--- src/verilog/bus_pkg.sv ---
package bus_pkg;

  // word index into sixteen register slots
  typedef logic [3:0] bus_addr_t;

  // one 32-bit data word per transfer
  typedef logic [31:0] bus_data_t;

  // byte enables for the data word
  typedef logic [3:0] bus_strb_t;

endpackage : bus_pkg

--- src/verilog/gpio_pkg.sv ---
package gpio_pkg;

  // word indices of the register map
  localparam bus_pkg::bus_addr_t REG_DIR      = 4'd0;
  localparam bus_pkg::bus_addr_t REG_IN       = 4'd1;  // read-only
  localparam bus_pkg::bus_addr_t REG_OUT      = 4'd2;
  localparam bus_pkg::bus_addr_t REG_IRQ_EN   = 4'd3;
  localparam bus_pkg::bus_addr_t REG_IRQ_STAT = 4'd4;  // write 1 to clear

  // all pins start as inputs
  localparam bus_pkg::bus_data_t DIR_RESET = 32'hffff_ffff;

endpackage : gpio_pkg

--- src/verilog/bus_req_if.sv ---
`timescale 1ns/1ns

interface bus_req_if;
  import bus_pkg::*;

  logic      valid;
  logic      we;
  bus_addr_t addr;
  bus_data_t wdata;
  bus_strb_t strb;

  // queue side drives the head entry
  modport src (
    output valid,
    output we,
    output addr,
    output wdata,
    output strb
  );

  // controller side consumes it in the same cycle
  modport dst (
    input valid,
    input we,
    input addr,
    input wdata,
    input strb
  );

endinterface : bus_req_if

--- src/verilog/gpio_ctrl.sv ---
`timescale 1ns/1ns

module gpio_ctrl #(
  parameter int WIDTH = 12
) (
  input  logic               clk,
  input  logic               nrst,
  bus_req_if.dst             q,
  input  logic [WIDTH-1:0]   i_level,
  input  logic [WIDTH-1:0]   i_rise,
  output logic               o_rsp_valid,
  output bus_pkg::bus_data_t o_rsp_rdata,
  output logic [WIDTH-1:0]   o_gpio,
  output logic [WIDTH-1:0]   o_gpio_dir,
  output logic               o_irq
);
  import bus_pkg::*;
  import gpio_pkg::*;

  logic [WIDTH-1:0] dir_r;
  logic [WIDTH-1:0] out_r;
  logic [WIDTH-1:0] irq_en_r;
  logic [WIDTH-1:0] irq_stat_r;
  logic [WIDTH-1:0] wval;
  logic [WIDTH-1:0] stat_clr;
  logic             wr_en;
  logic             rd_en;
  bus_data_t        rd_data;

  assign wval  = q.wdata[WIDTH-1:0];  // bits above the pin count are dropped
  assign wr_en = q.valid && q.we && (q.strb != '0);
  assign rd_en = q.valid && !q.we;

  assign stat_clr = (wr_en && (q.addr == REG_IRQ_STAT)) ? wval : '0;

  always_comb begin
    rd_data = '0;
    case (q.addr)
      REG_DIR:      rd_data[WIDTH-1:0] = dir_r;
      REG_IN:       rd_data[WIDTH-1:0] = i_level;
      REG_OUT:      rd_data[WIDTH-1:0] = out_r;
      REG_IRQ_EN:   rd_data[WIDTH-1:0] = irq_en_r;
      REG_IRQ_STAT: rd_data[WIDTH-1:0] = irq_stat_r;
      default:      ;  // unmapped index reads zero
    endcase
  end

  always_ff @(posedge clk or negedge nrst) begin
    if (!nrst) begin
      dir_r    <= DIR_RESET[WIDTH-1:0];
      out_r    <= '0;
      irq_en_r <= '0;
    end else if (wr_en) begin
      case (q.addr)
        REG_DIR:    dir_r    <= wval;
        REG_OUT:    out_r    <= wval;
        REG_IRQ_EN: irq_en_r <= wval;
        default:    ;  // IN and unmapped ignore writes
      endcase
    end
  end

  // new edge wins over a clear in the same cycle
  always_ff @(posedge clk or negedge nrst) begin
    if (!nrst) begin
      irq_stat_r <= '0;
    end else begin
      irq_stat_r <= (irq_stat_r & ~stat_clr) | (i_rise & irq_en_r);
    end
  end

  always_ff @(posedge clk or negedge nrst) begin
    if (!nrst) begin
      o_rsp_valid <= 1'b0;
    end else begin
      o_rsp_valid <= rd_en;
    end
  end

  always_ff @(posedge clk) begin
    if (rd_en) begin
      o_rsp_rdata <= rd_data;
    end
  end

  assign o_gpio     = out_r;
  assign o_gpio_dir = dir_r;
  assign o_irq      = |(irq_stat_r & irq_en_r);

endmodule : gpio_ctrl

--- src/verilog/gpio_in_sync.sv ---
`timescale 1ns/1ns

module gpio_in_sync #(
  parameter int WIDTH = 12
) (
  input  logic             clk,
  input  logic             nrst,
  input  logic [WIDTH-1:0] i_pins,
  output logic [WIDTH-1:0] o_level,
  output logic [WIDTH-1:0] o_rise
);

  logic [WIDTH-1:0] sync1;
  logic [WIDTH-1:0] sync2;
  logic [WIDTH-1:0] prev;

  // two flops against metastability
  always_ff @(posedge clk or negedge nrst) begin
    if (!nrst) begin
      sync1 <= '0;
      sync2 <= '0;
    end else begin
      sync1 <= i_pins;
      sync2 <= sync1;
    end
  end

  always_ff @(posedge clk or negedge nrst) begin
    if (!nrst) begin
      prev <= '0;  // no edge out of reset
    end else begin
      prev <= sync2;
    end
  end

  assign o_level = sync2;
  assign o_rise  = sync2 & ~prev;  // low to high since last cycle

endmodule : gpio_in_sync

--- src/verilog/gpio_top.sv ---
`timescale 1ns/1ns

module gpio_top #(
  parameter int WIDTH = 12,
  parameter int DEPTH = 4
) (
  input  logic               clk,
  input  logic               nrst,
  input  logic               i_req_valid,
  input  logic               i_req_we,
  input  bus_pkg::bus_addr_t i_req_addr,
  input  bus_pkg::bus_data_t i_req_wdata,
  input  bus_pkg::bus_strb_t i_req_strb,
  output logic               o_credit,
  output logic               o_rsp_valid,
  output bus_pkg::bus_data_t o_rsp_rdata,
  input  logic [WIDTH-1:0]   i_gpio,
  output logic [WIDTH-1:0]   o_gpio,
  output logic [WIDTH-1:0]   o_gpio_dir,
  output logic               o_irq
);

  logic [WIDTH-1:0] pin_level;
  logic [WIDTH-1:0] pin_rise;

  bus_req_if req_if ();

  req_queue #(
    .DEPTH (DEPTH)
  ) req_queue_i (
    .clk      (clk),
    .nrst     (nrst),
    .i_valid  (i_req_valid),
    .i_we     (i_req_we),
    .i_addr   (i_req_addr),
    .i_wdata  (i_req_wdata),
    .i_strb   (i_req_strb),
    .o_credit (o_credit),
    .q        (req_if.src)
  );

  gpio_in_sync #(
    .WIDTH (WIDTH)
  ) gpio_in_sync_i (
    .clk     (clk),
    .nrst    (nrst),
    .i_pins  (i_gpio),
    .o_level (pin_level),
    .o_rise  (pin_rise)
  );

  gpio_ctrl #(
    .WIDTH (WIDTH)
  ) gpio_ctrl_i (
    .clk         (clk),
    .nrst        (nrst),
    .q           (req_if.dst),
    .i_level     (pin_level),
    .i_rise      (pin_rise),
    .o_rsp_valid (o_rsp_valid),
    .o_rsp_rdata (o_rsp_rdata),
    .o_gpio      (o_gpio),
    .o_gpio_dir  (o_gpio_dir),
    .o_irq       (o_irq)
  );

endmodule : gpio_top

--- src/verilog/req_queue.sv ---
`timescale 1ns/1ns

module req_queue #(
  parameter int DEPTH = 4
) (
  input  logic               clk,
  input  logic               nrst,
  input  logic               i_valid,
  input  logic               i_we,
  input  bus_pkg::bus_addr_t i_addr,
  input  bus_pkg::bus_data_t i_wdata,
  input  bus_pkg::bus_strb_t i_strb,
  output logic               o_credit,
  bus_req_if.src             q
);
  import bus_pkg::*;

  localparam int PW = (DEPTH > 1) ? $clog2(DEPTH) : 1;
  localparam int CW = $clog2(DEPTH + 1);

  logic      mem_we    [DEPTH];
  bus_addr_t mem_addr  [DEPTH];
  bus_data_t mem_wdata [DEPTH];
  bus_strb_t mem_strb  [DEPTH];

  logic [PW-1:0] wr_ptr;
  logic [PW-1:0] rd_ptr;
  logic [CW-1:0] count;
  logic          push;
  logic          pop;
  logic          full;
  logic          empty;

  assign full  = (count == CW'(DEPTH));
  assign empty = (count == '0);
  assign push  = i_valid && !full;  // no credit left, request dropped
  assign pop   = !empty;            // controller never stalls

  always_ff @(posedge clk) begin
    if (push) begin
      mem_we[wr_ptr]    <= i_we;
      mem_addr[wr_ptr]  <= i_addr;
      mem_wdata[wr_ptr] <= i_wdata;
      mem_strb[wr_ptr]  <= i_strb;
    end
  end

  always_ff @(posedge clk or negedge nrst) begin
    if (!nrst) begin
      wr_ptr <= '0;
      rd_ptr <= '0;
      count  <= '0;
    end else begin
      if (push) begin
        wr_ptr <= (wr_ptr == PW'(DEPTH - 1)) ? '0 : wr_ptr + 1'b1;
      end
      if (pop) begin
        rd_ptr <= (rd_ptr == PW'(DEPTH - 1)) ? '0 : rd_ptr + 1'b1;
      end
      count <= count + CW'(push) - CW'(pop);
    end
  end

  assign q.valid = pop;
  assign q.we    = mem_we[rd_ptr];
  assign q.addr  = mem_addr[rd_ptr];
  assign q.wdata = mem_wdata[rd_ptr];
  assign q.strb  = mem_strb[rd_ptr];

  assign o_credit = pop;  // one credit back per retired entry

endmodule : req_queue
--- config.mk ---
export PLATFORM = sky130hd
export DESIGN_NAME = gpio_top
export DESIGN_NICKNAME = d
export VERILOG_FILES = /design/src/verilog/bus_pkg.sv /design/src/verilog/gpio_pkg.sv /design/src/verilog/bus_req_if.sv /design/src/verilog/gpio_ctrl.sv /design/src/verilog/gpio_in_sync.sv /design/src/verilog/gpio_top.sv /design/src/verilog/req_queue.sv
export SDC_FILE = /design/constraint.sdc
export NUM_CORES = 1
export LEC_CHECK = 0
export CAP_MARGIN = 20
export CORE_MARGIN = 4
export CORE_UTILIZATION = 25
export DETAILED_ROUTE_END_ITERATION = 8
export DONT_BUFFER_PORTS = 1
export PLACE_DENSITY = 0.43
export SETUP_SLACK_MARGIN = 0.3
export SYNTH_ARGS = -nofsm -noshare
export SYNTH_HDL_FRONTEND = slang
export SYNTH_SLANG_ARGS = --single-unit
--- constraint.sdc ---
create_clock -name clk -period 2.1 [get_ports clk]
set_input_delay 0.105 -clock clk [delete_from_list [all_inputs] [get_ports clk]]
set_output_delay 0.105 -clock clk [all_outputs]
set_load 0.03 [all_outputs]
==> summary.md, run 1 <==
| Metric | Value |
|---|---|
| Result of the run | finished, violations left |
| Violations in the final reports | hold timing, setup timing |
| Ratio of cells with drive above 1 in the final layout | approximately a third |
| Final critical-path share of the clock period | 109% |
| Mean post-synth cell area | 16.7 sq um |
| Later-pin clock latency in the skew report | 430 ps |
| Max-slew violation count | 0 |
| FF-to-FF Start | req_queue_i.rd_ptr[0] |
| Hold Buf Count CTS | 33 |
| Number of iterations in the first detailed-routing pass | 4 |
| Instance area after placement | 8210 sq um |
| Initial standard-cell utilization of the core | 25.6% |
| Delay-heaviest family, CP | multiplexers |
| Overall routed net length | 18100 um |
| List of most frequent post-synthesis cells | 96 x sky130_fd_sc_hd__edfxtp_1, 80 x sky130_fd_sc_hd__dfrtp_1, 26 x sky130_fd_sc_hd__mux2_2 |
| Start-to-end type of the worst setup path | flip-flop to flip-flop |
| Wire length per cell | roughly 19 um |
| Post-synth top area cell | sky130_fd_sc_hd__edfxtp_1 |
| CP peak stage delay | between 500 and 600 ps |
| Sum Neg Setup Slack | -5300 ps |
| Fraction of the mapped netlist area in simple logic gates | 4.57% |
| Synth Instances | between 400 and 500 |
| Number of max-cap violations | 0 |
| Crit-path slowest cell | sky130_fd_sc_hd__mux4_2 |
| Most used cell, CP | sky130_fd_sc_hd__buf_6 |
| Worst clock skew on the final layout | 10.6 ps |
| Kind of start point of the critical path | flip-flop |
| Clock tree buffer depth | 2 |
| Area added between synthesis and finish | 27.8% |
| Area share of fa/ha/maj cells after synthesis | 1.45% |
| Number of synthesized flops with an enable pin | 96 |
| All-layer global routing usage | 11.0% |
| Seq cells post-synth | 188 |
| R2R cell count | 7 |
| Total standard cell area after synthesis | roughly 7400 sq um |
| Number of nets in the finished design | 602 |
| Critical path capture point type | flip-flop |
| Unique cell type count in the Yosys netlist | 46 |
| Antenna violations before repair | 4 |
| Half-perimeter wire length of the detailed placement result | 12500 um |
| Root buffer cell | sky130_fd_sc_hd__clkbuf_16 |
| Count of standard-cell rows | between 60 and 70 |
| IR drop worst, VDD | 734 uV |
| Standard cell core area | around 29000 sq um |
| Die outline area | 32600 sq um |
| Most numerous cell in the Yosys netlist | sky130_fd_sc_hd__edfxtp_1 |
| Clock sink count | 188 |
| End of the worst register-to-register path | gpio_ctrl_i.o_gpio[8] |
| Initial DRC count | 255 |
| Overflow left after global routing | 0 |
| Number of endpoints with negative hold slack in the final report | 92 |
| Leakage | 3.74 nW |
| R2R setup slack | -180 ps |
| Count of nets left with antenna violations after detail routing | 0 |
| Global-route wire length before repair | 27000 um |
| Cells traversed along the worst timing path | mux4_2 > buf_6 > nor2_4 > nand2_2 > nor3_4 > buf_6 > mux2_4 |
| Post-synth top flop | sky130_fd_sc_hd__edfxtp_1 |
| Die H | 181 um |
| Level count of the clock H-tree | 4 |
| Number of buffers inserted during clock tree synthesis | 17 |
| Die span in x | about 180 um |
| Share of synthesized registers carrying an async set or reset | around 49% |
| Drc violations | 0 |
| Critical Path Fanout Max | 5 |
| Worst Hold Class | input port to async pin |
| Number of endpoints failing setup at the final stage | 53 |
| Placer Congestion | 0.722 |
| Post-synthesis xor/xnor area fraction | 0.235% |
| Vias in the first global route | 4292 |
| Largest cells by area after synthesis | sky130_fd_sc_hd__edfxtp_1 39%, sky130_fd_sc_hd__dfrtp_1 27%, sky130_fd_sc_hd__mux4_2 5.1% |
| Count of boundary I/O pins | 115 |
| Final setup margin | -182 ps |
| Area fraction in compound gates after synthesis | approximately 5.5% |
| Number of warnings issued by yosys | 0 |
| Arrival time reported for the critical path endpoint | 2600 ps |
| Cell area power density | 1580 nW/um^2 |
| Post-route cell area | between 9000 and 10000 sq um |
| Highest clock frequency the design can meet | 0.438 GHz |
| Sequential element share of the synthesized area | 69.9% |
| Min Hold Slack | -640 ps |
| CTS clk-pin slew, worst paths | 70 ps |
| Maximum number of pins on one net before global-route repair | 93 |
| Via-per-instance ratio | about 4.3 |
| Final worst path period need | 2280 ps |
| Proportion of synthesized area in mux cells | 13.9% |
| Critical path buffers and inverters | 2 |
| Share of Yosys cell area claimed by the top area cell type | 38.7% |
| Largest family of logic cells by synthesized area | multiplexers |
| Number of buffer cells added on primary ports | 0 |
| RSZ-0062 raised after global routing | yes |
| Number of vias in the routed layout | 4061 |
| Required time at the endpoint of the critical path | 2410 ps |
| TritonCTS clock tree | built |
[repair_timing]
item,in CTS,in global routing
pin swaps,7,20
resized for setup,32,26
cloned,0,2
buffers inserted,7,5
endpoints found under the hold margin,188,92
setup endpoints to repair,75,89
[power by group]
part / internal [mW] / switching, mW / leakage (nW)
registers: 5.06 / 1.45 / 1.93
logic: 2.75 / 2.58 / 1.52
clock network: 1.77 / 1.44 / 0.287
total: 9.58 / 5.47 / 3.74
[cell type report]
class / count / area [sq um]
diodes: 3 / 7.51
multi-input cells: 222 / 2230
inverters: 20 / 77.6
clock buffers: 17 / 425
clock inverters: 15 / 159
flip-flops and latches: 188 / 5200
fillers: 2814 / 19500
well taps: 384 / 480
repair buffers: 89 / 926
[sequential cells by signal, summed over array words and instances, names as in the netlist]
name	count
req_queue_i.mem_wdata	48
req_queue_i.mem_addr	16
req_queue_i.mem_strb	16
gpio_ctrl_i.irq_en_r	12
gpio_ctrl_i.irq_stat_r	12
gpio_ctrl_i.o_gpio	12
gpio_ctrl_i.o_gpio_dir	12
gpio_ctrl_i.o_rsp_rdata	12
gpio_in_sync_i.o_level	12
gpio_in_sync_i.prev	12
gpio_in_sync_i.sync1	12
req_queue_i.mem_we	4
req_queue_i.count	3
req_queue_i.rd_ptr	2
req_queue_i.wr_ptr	2
gpio_ctrl_i.o_rsp_valid	1
[routing by layer]
metal	GRT usage (%)	up-vias	share of wire, %
met4	4.20	2	1.9
met5	0	-	0.077
met2	17.8	102	48
li1	-	1819	-
met3	2.68	26	4.2
met1	14.4	2112	46
[layout by cell type (no fill, tap or decap), types with 6 or more instances in the layout]
master,n
sky130_fd_sc_hd__edfxtp_1,96
sky130_fd_sc_hd__buf_4,29
sky130_fd_sc_hd__buf_12,6
sky130_fd_sc_hd__conb_1,20
sky130_fd_sc_hd__inv_1,18
sky130_fd_sc_hd__buf_6,18
sky130_fd_sc_hd__nand2_1,23
sky130_fd_sc_hd__dlygate4sd3_1,33
sky130_fd_sc_hd__dfrtp_1,79
sky130_fd_sc_hd__o22ai_1,15
sky130_fd_sc_hd__mux2_4,25
sky130_fd_sc_hd__mux2_2,11
sky130_fd_sc_hd__dfstp_2,12
sky130_fd_sc_hd__mux2i_1,21
sky130_fd_sc_hd__a21o_1,19
sky130_fd_sc_hd__mux4_2,17
sky130_fd_sc_hd__clkbuf_16,18
sky130_fd_sc_hd__a22o_1,6
[worst max path at each step]
stage | start | endpoint | slack (ps) | cells after the start
after floorplan | req_queue_i.rd_ptr[0] | gpio_ctrl_i.o_gpio_dir[10] | -110 | 6
after global placement | req_queue_i.rd_ptr[0] | gpio_ctrl_i.o_gpio[8] | -270 | 6
after detailed placement | req_queue_i.rd_ptr[0] | gpio_ctrl_i.irq_en_r[6] | -290 | 6
after CTS | req_queue_i.rd_ptr[0] | gpio_ctrl_i.o_gpio_dir[0] | -170 | 5
after global routing | req_queue_i.rd_ptr[0] | gpio_ctrl_i.o_gpio_dir[0] | -280 | 5
final | req_queue_i.rd_ptr[0] | gpio_ctrl_i.o_gpio[8] | -180 | 7
[logic make-up after synthesis]
| logic type | Yosys count |
|---|---|
| multiplexers | 74 |
| AND/OR/NAND/NOR | 60 |
| adder cells (fa/ha/maj) | 8 |
| buffers and inverters | 55 |
| AO/OA/AOI/OAI | 57 |
| flip-flops | 188 |
| other | 1 |
| XOR/XNOR | 2 |
[metrics by stage]
stage	total power, mW	hold WS (ps)	setup WS, ps	instances	util (%)
6_report	15.1	-640	-182	938	32.8
3_5_place_dp	11.1	-183	-288	856	28.3
4_1_cts	14.8	-656	-168	928	32.1
5_1_grt	15.8	-665	-283	937	32.8
2_1_floorplan	9.35	-191	-109	464	-
3_3_place_gp	11.0	-184	-272	856	28.3
Power figures use the tool's default switching activity.
==> run 2: changes to the inputs <==
Settings changed: CORE_ASPECT_RATIO set to 2.
==> run 2 against run 1 <==
The flow still finishes with violations (hold timing, setup timing). Clock-buffer cell count unchanged. Die area grew 0.51%. Via count is 1.4% lower. Hold slack gained 0.53 ps. Cell count decreased by 2.6%. Wire length grew 1.1%. Power rose by 1.0%. Critical path depth up 1. Utilization fell by 0.37 points. Maximum frequency increased by 2.1%. Sequential share of layout area shrank 0.10 points. Register-to-register slack better by 50 ps. Highest routed layer is now met4.
==> summary.md, run 2 (synthesis gave the netlist of run 1 again) <==
| Metric | Value |
|---|---|
| Met1 WL | 6030 um (-27%) |
| Cell area power density | 1600 nW/um^2 (+0.83%) |
| Count of standard-cell rows | 89 (+44%) |
| Root buffer cell | sky130_fd_sc_hd__clkbuf_16 |
| Number of cells in the design after placement | 826 (-3.5%) |
| Met3 WL post-DR | 937 um (+23%) |
| Required time at the endpoint of the critical path | 2420 ps (about the same) |
| Register share of total power | 43.0% (-0.2 points) |
| R2R setup slack | -140 ps (+50 ps) |
| Largest reg by FF count | req_queue_i.mem_wdata |
| Max-slew violation count | 0 (unchanged) |
| Number of buffers inserted during clock tree synthesis | 17 (unchanged) |
| Critical path buffers and inverters | 3 (+1) |
| Maximum number of pins on one net before global-route repair | 93 (unchanged) |
| Initial DRC count | 213 (-16%) |
| Overall routed net length | 18300 um (+1.1%) |
| Number of vias in the routed layout | 4006 (-1.4%) |
| Antenna violations before repair | 0 (-4) |
| Count of nets left with antenna violations after detail routing | 0 (unchanged) |
| Cells traversed along the worst timing path | buf_6 > mux4_2 > buf_6 > buf_8 > nor2b_4 > nand2_2 > or3_4 > a21o_1 |
| Global-route wire length before repair | 27700 um (+2.5%) |
| Hold Buf Count CTS | 33 (unchanged) |
| Worst Hold Class | input port to async pin |
| Regs by FF count | req_queue_i.mem_wdata (48), req_queue_i.mem_addr (16), req_queue_i.mem_strb (16) |
| Half-perimeter wire length of the detailed placement result | 13100 um (+4.7%) |
| Leakage | 3.77 nW (+0.71%) |
| Final setup margin | -136 ps (+45.9 ps) |
| Number of endpoints with negative hold slack in the final report | 92 (unchanged) |
| Number of endpoints failing setup at the final stage | 60 (+13%) |
| Overflow left after global routing | 0 (unchanged) |
| Ratio of cells with drive above 1 in the final layout | 33.6% (-0.48 points) |
| FF-to-FF Start | req_queue_i.rd_ptr[0] |
| Drc violations | 0 (unchanged) |
| Most frequent cells in the layout | 96 x sky130_fd_sc_hd__edfxtp_1, 79 x sky130_fd_sc_hd__dfrtp_1, 33 x sky130_fd_sc_hd__dlygate4sd3_1 |
| Post-layout utilization of the core | 32.4% (-0.37 points) |
| Clock sink count | 188 (unchanged) |
| Number of max-cap violations | 0 (unchanged) |
| Start-to-end type of the worst setup path | flip-flop to flip-flop |
| Antenna cells | 0 (-3) |
| Placer Congestion | 0.750 (+4.0%) |
| Clock share of power | 21.7% (+0.4 points) |
| Wire length per cell | 20.1 um (+3.8%) |
| Standard cell core area | 29400 sq um (+1.3%) |
| CTS clk-pin slew, worst paths | 70 ps (about the same) |
| Area added between synthesis and finish | 28.0% |
| Count of boundary I/O pins | 115 (unchanged) |
| All-layer global routing usage | 11.7% (+0.66 points) |
| Net switching power of the design | 5.52 mW (+0.77%) |
| Most common library cell in the layout ignoring fill and taps | sky130_fd_sc_hd__edfxtp_1 |
| Violations in the final reports | hold timing, setup timing |
| Post-layout power | 15.2 mW (+1.0%) |
| Level count of the clock H-tree | 4 (unchanged) |
| Share of total power consumed by net switching | 36.3% (-0.085 points) |
| Vias in the first global route | 4480 (+4.4%) |
| Number of flip-flops under the largest register name | 48 (unchanged) |
| Delay-heaviest family, CP | simple AND/OR/NAND/NOR gates |
| Die span in x | 130 um (-28%) |
| Number of buffer cells added on primary ports | 0 (unchanged) |
| Final worst path period need | 2240 ps (-45.9 ps) |
| Clock tree buffer depth | 2 (unchanged) |
| Min Hold Slack | -639 ps (+0.530 ps) |
| Critical path capture point type | flip-flop |
| CP peak stage delay | 490 ps (-100 ps) |
| Later-pin clock latency in the skew report | 440 ps (about the same) |
| Highest clock frequency the design can meet | 0.447 GHz (+2.1%) |
| Die outline area | 32800 sq um (+0.51%) |
| TritonCTS clock tree | built |
| Pre-CTS worst setup slack | -296 ps (-7.27 ps) |
| Initial standard-cell utilization of the core | 25.3% (-0.34 points) |
| Fin cells | 914 (-2.6%) |
| Number of nets in the finished design | 601 (-0.17%) |
| Most used cell, CP | sky130_fd_sc_hd__buf_6 |
| RSZ-0062 raised after global routing | yes |
| Worst clock skew on the final layout | 7.73 ps (-2.83 ps) |
| Die H | 252 um (+40%) |
| Uppermost routed layer | met4 |
| Combinational Power Share | 35.3% (about the same) |
| Result of the run | finished, violations left |
| Arrival time reported for the critical path endpoint | 2560 ps (-40 ps) |
| WL met2 | 10600 um (+21%) |
| Via-per-instance ratio | 4.38 (+1.2%) |
| Final critical-path share of the clock period | 106% (-2.2 points) |
| IR drop worst, VDD | 699 uV (-4.8%) |
| Internal Power | 9.69 mW (+1.1%) |
| End of the worst register-to-register path | gpio_ctrl_i.irq_stat_r[3] |
| Kind of start point of the critical path | flip-flop |
| R2R cell count | 8 (+1) |
| Sum Neg Setup Slack | -6640 ps (-1340 ps) |
| Crit-path slowest cell | sky130_fd_sc_hd__or3_4 |
| Critical Path Fanout Max | 12 (+7) |
| Number of iterations in the first detailed-routing pass | 4 (unchanged) |
[run 2: cell types whose count changed in the layout (fill, tap and decap cells not counted), moves of 4 or more]
cell and change:
sky130_fd_sc_hd__buf_6 -6, sky130_fd_sc_hd__mux2_2 -7, sky130_fd_sc_hd__clkinv_1 -4, sky130_fd_sc_hd__o22ai_2 -5, sky130_fd_sc_hd__o22ai_1 +5, sky130_fd_sc_hd__mux2_4 +7
[run 2: routing by layer]
layer	vias up	track usage (%)
met5	-	0
met1	2059	10.8
met4	0	6.36
met2	110	22.0
met3	37	3.52
li1	1800	-
[run 2: worst max path at each step]
stage,start,to,slack [ps],cells past startpoint
2_1_floorplan,req_queue_i.rd_ptr[0],gpio_ctrl_i.o_gpio_dir[10],-110,6
3_3_place_gp,req_queue_i.rd_ptr[0],gpio_ctrl_i.o_gpio_dir[0],-240,5
3_5_place_dp,req_queue_i.rd_ptr[0],gpio_ctrl_i.irq_en_r[11],-300,6
4_1_cts,req_queue_i.rd_ptr[0],gpio_ctrl_i.o_gpio_dir[0],-150,6
5_1_grt,req_queue_i.rd_ptr[0],gpio_ctrl_i.irq_en_r[11],-240,8
6_report,req_queue_i.rd_ptr[0],gpio_ctrl_i.irq_stat_r[3],-140,8
[run 2: timing repair]
action / CTS / global route
pin swaps: 4 / 3
gates cloned: 3 / 0
resized for setup: 47 / 10
endpoints found under the hold margin: 188 / 92
buffers inserted: 15 / 5
setup endpoints to repair: 75 / 76
[run 2: cell type report]
cell class              instances  area, sq um
clock buffers                  17          425
clock inverters                15          179
fillers                      2885        19900
inverters                      20         77.6
multi-input cells             221         2210
flip-flops and latches        188         5200
well taps                     364          455
repair buffers                 89          981
[run 2: worst register-to-register path, delay by kind of cell (launching register included)]
kind / cells / cell delay [ps]
simple gates: 3 / 720
mux: 1 / 420
flops: 1 / 420
compound gates: 1 / 230
buf+inv: 3 / 340
[run 2: stage by stage]
stage                     hold WS [ps]  cell area (sq um)
after floorplan                   -191               7620
after global placement            -186               8150
after detailed placement          -187               8150
after CTS                         -665               9450
after global routing              -670               9530
final                             -639               9530
[run 2: power by group through the flow]
stage | logic [mW] | registers, mW | clock network, mW
after floorplan | 3.10 | 6.25 | 0
after CTS | 5.34 | 6.58 | 3.38
after global placement | 4.27 | 6.62 | 0
after global routing | 5.81 | 6.67 | 3.54
after detailed placement | 4.38 | 6.65 | 0
final | 5.36 | 6.55 | 3.30
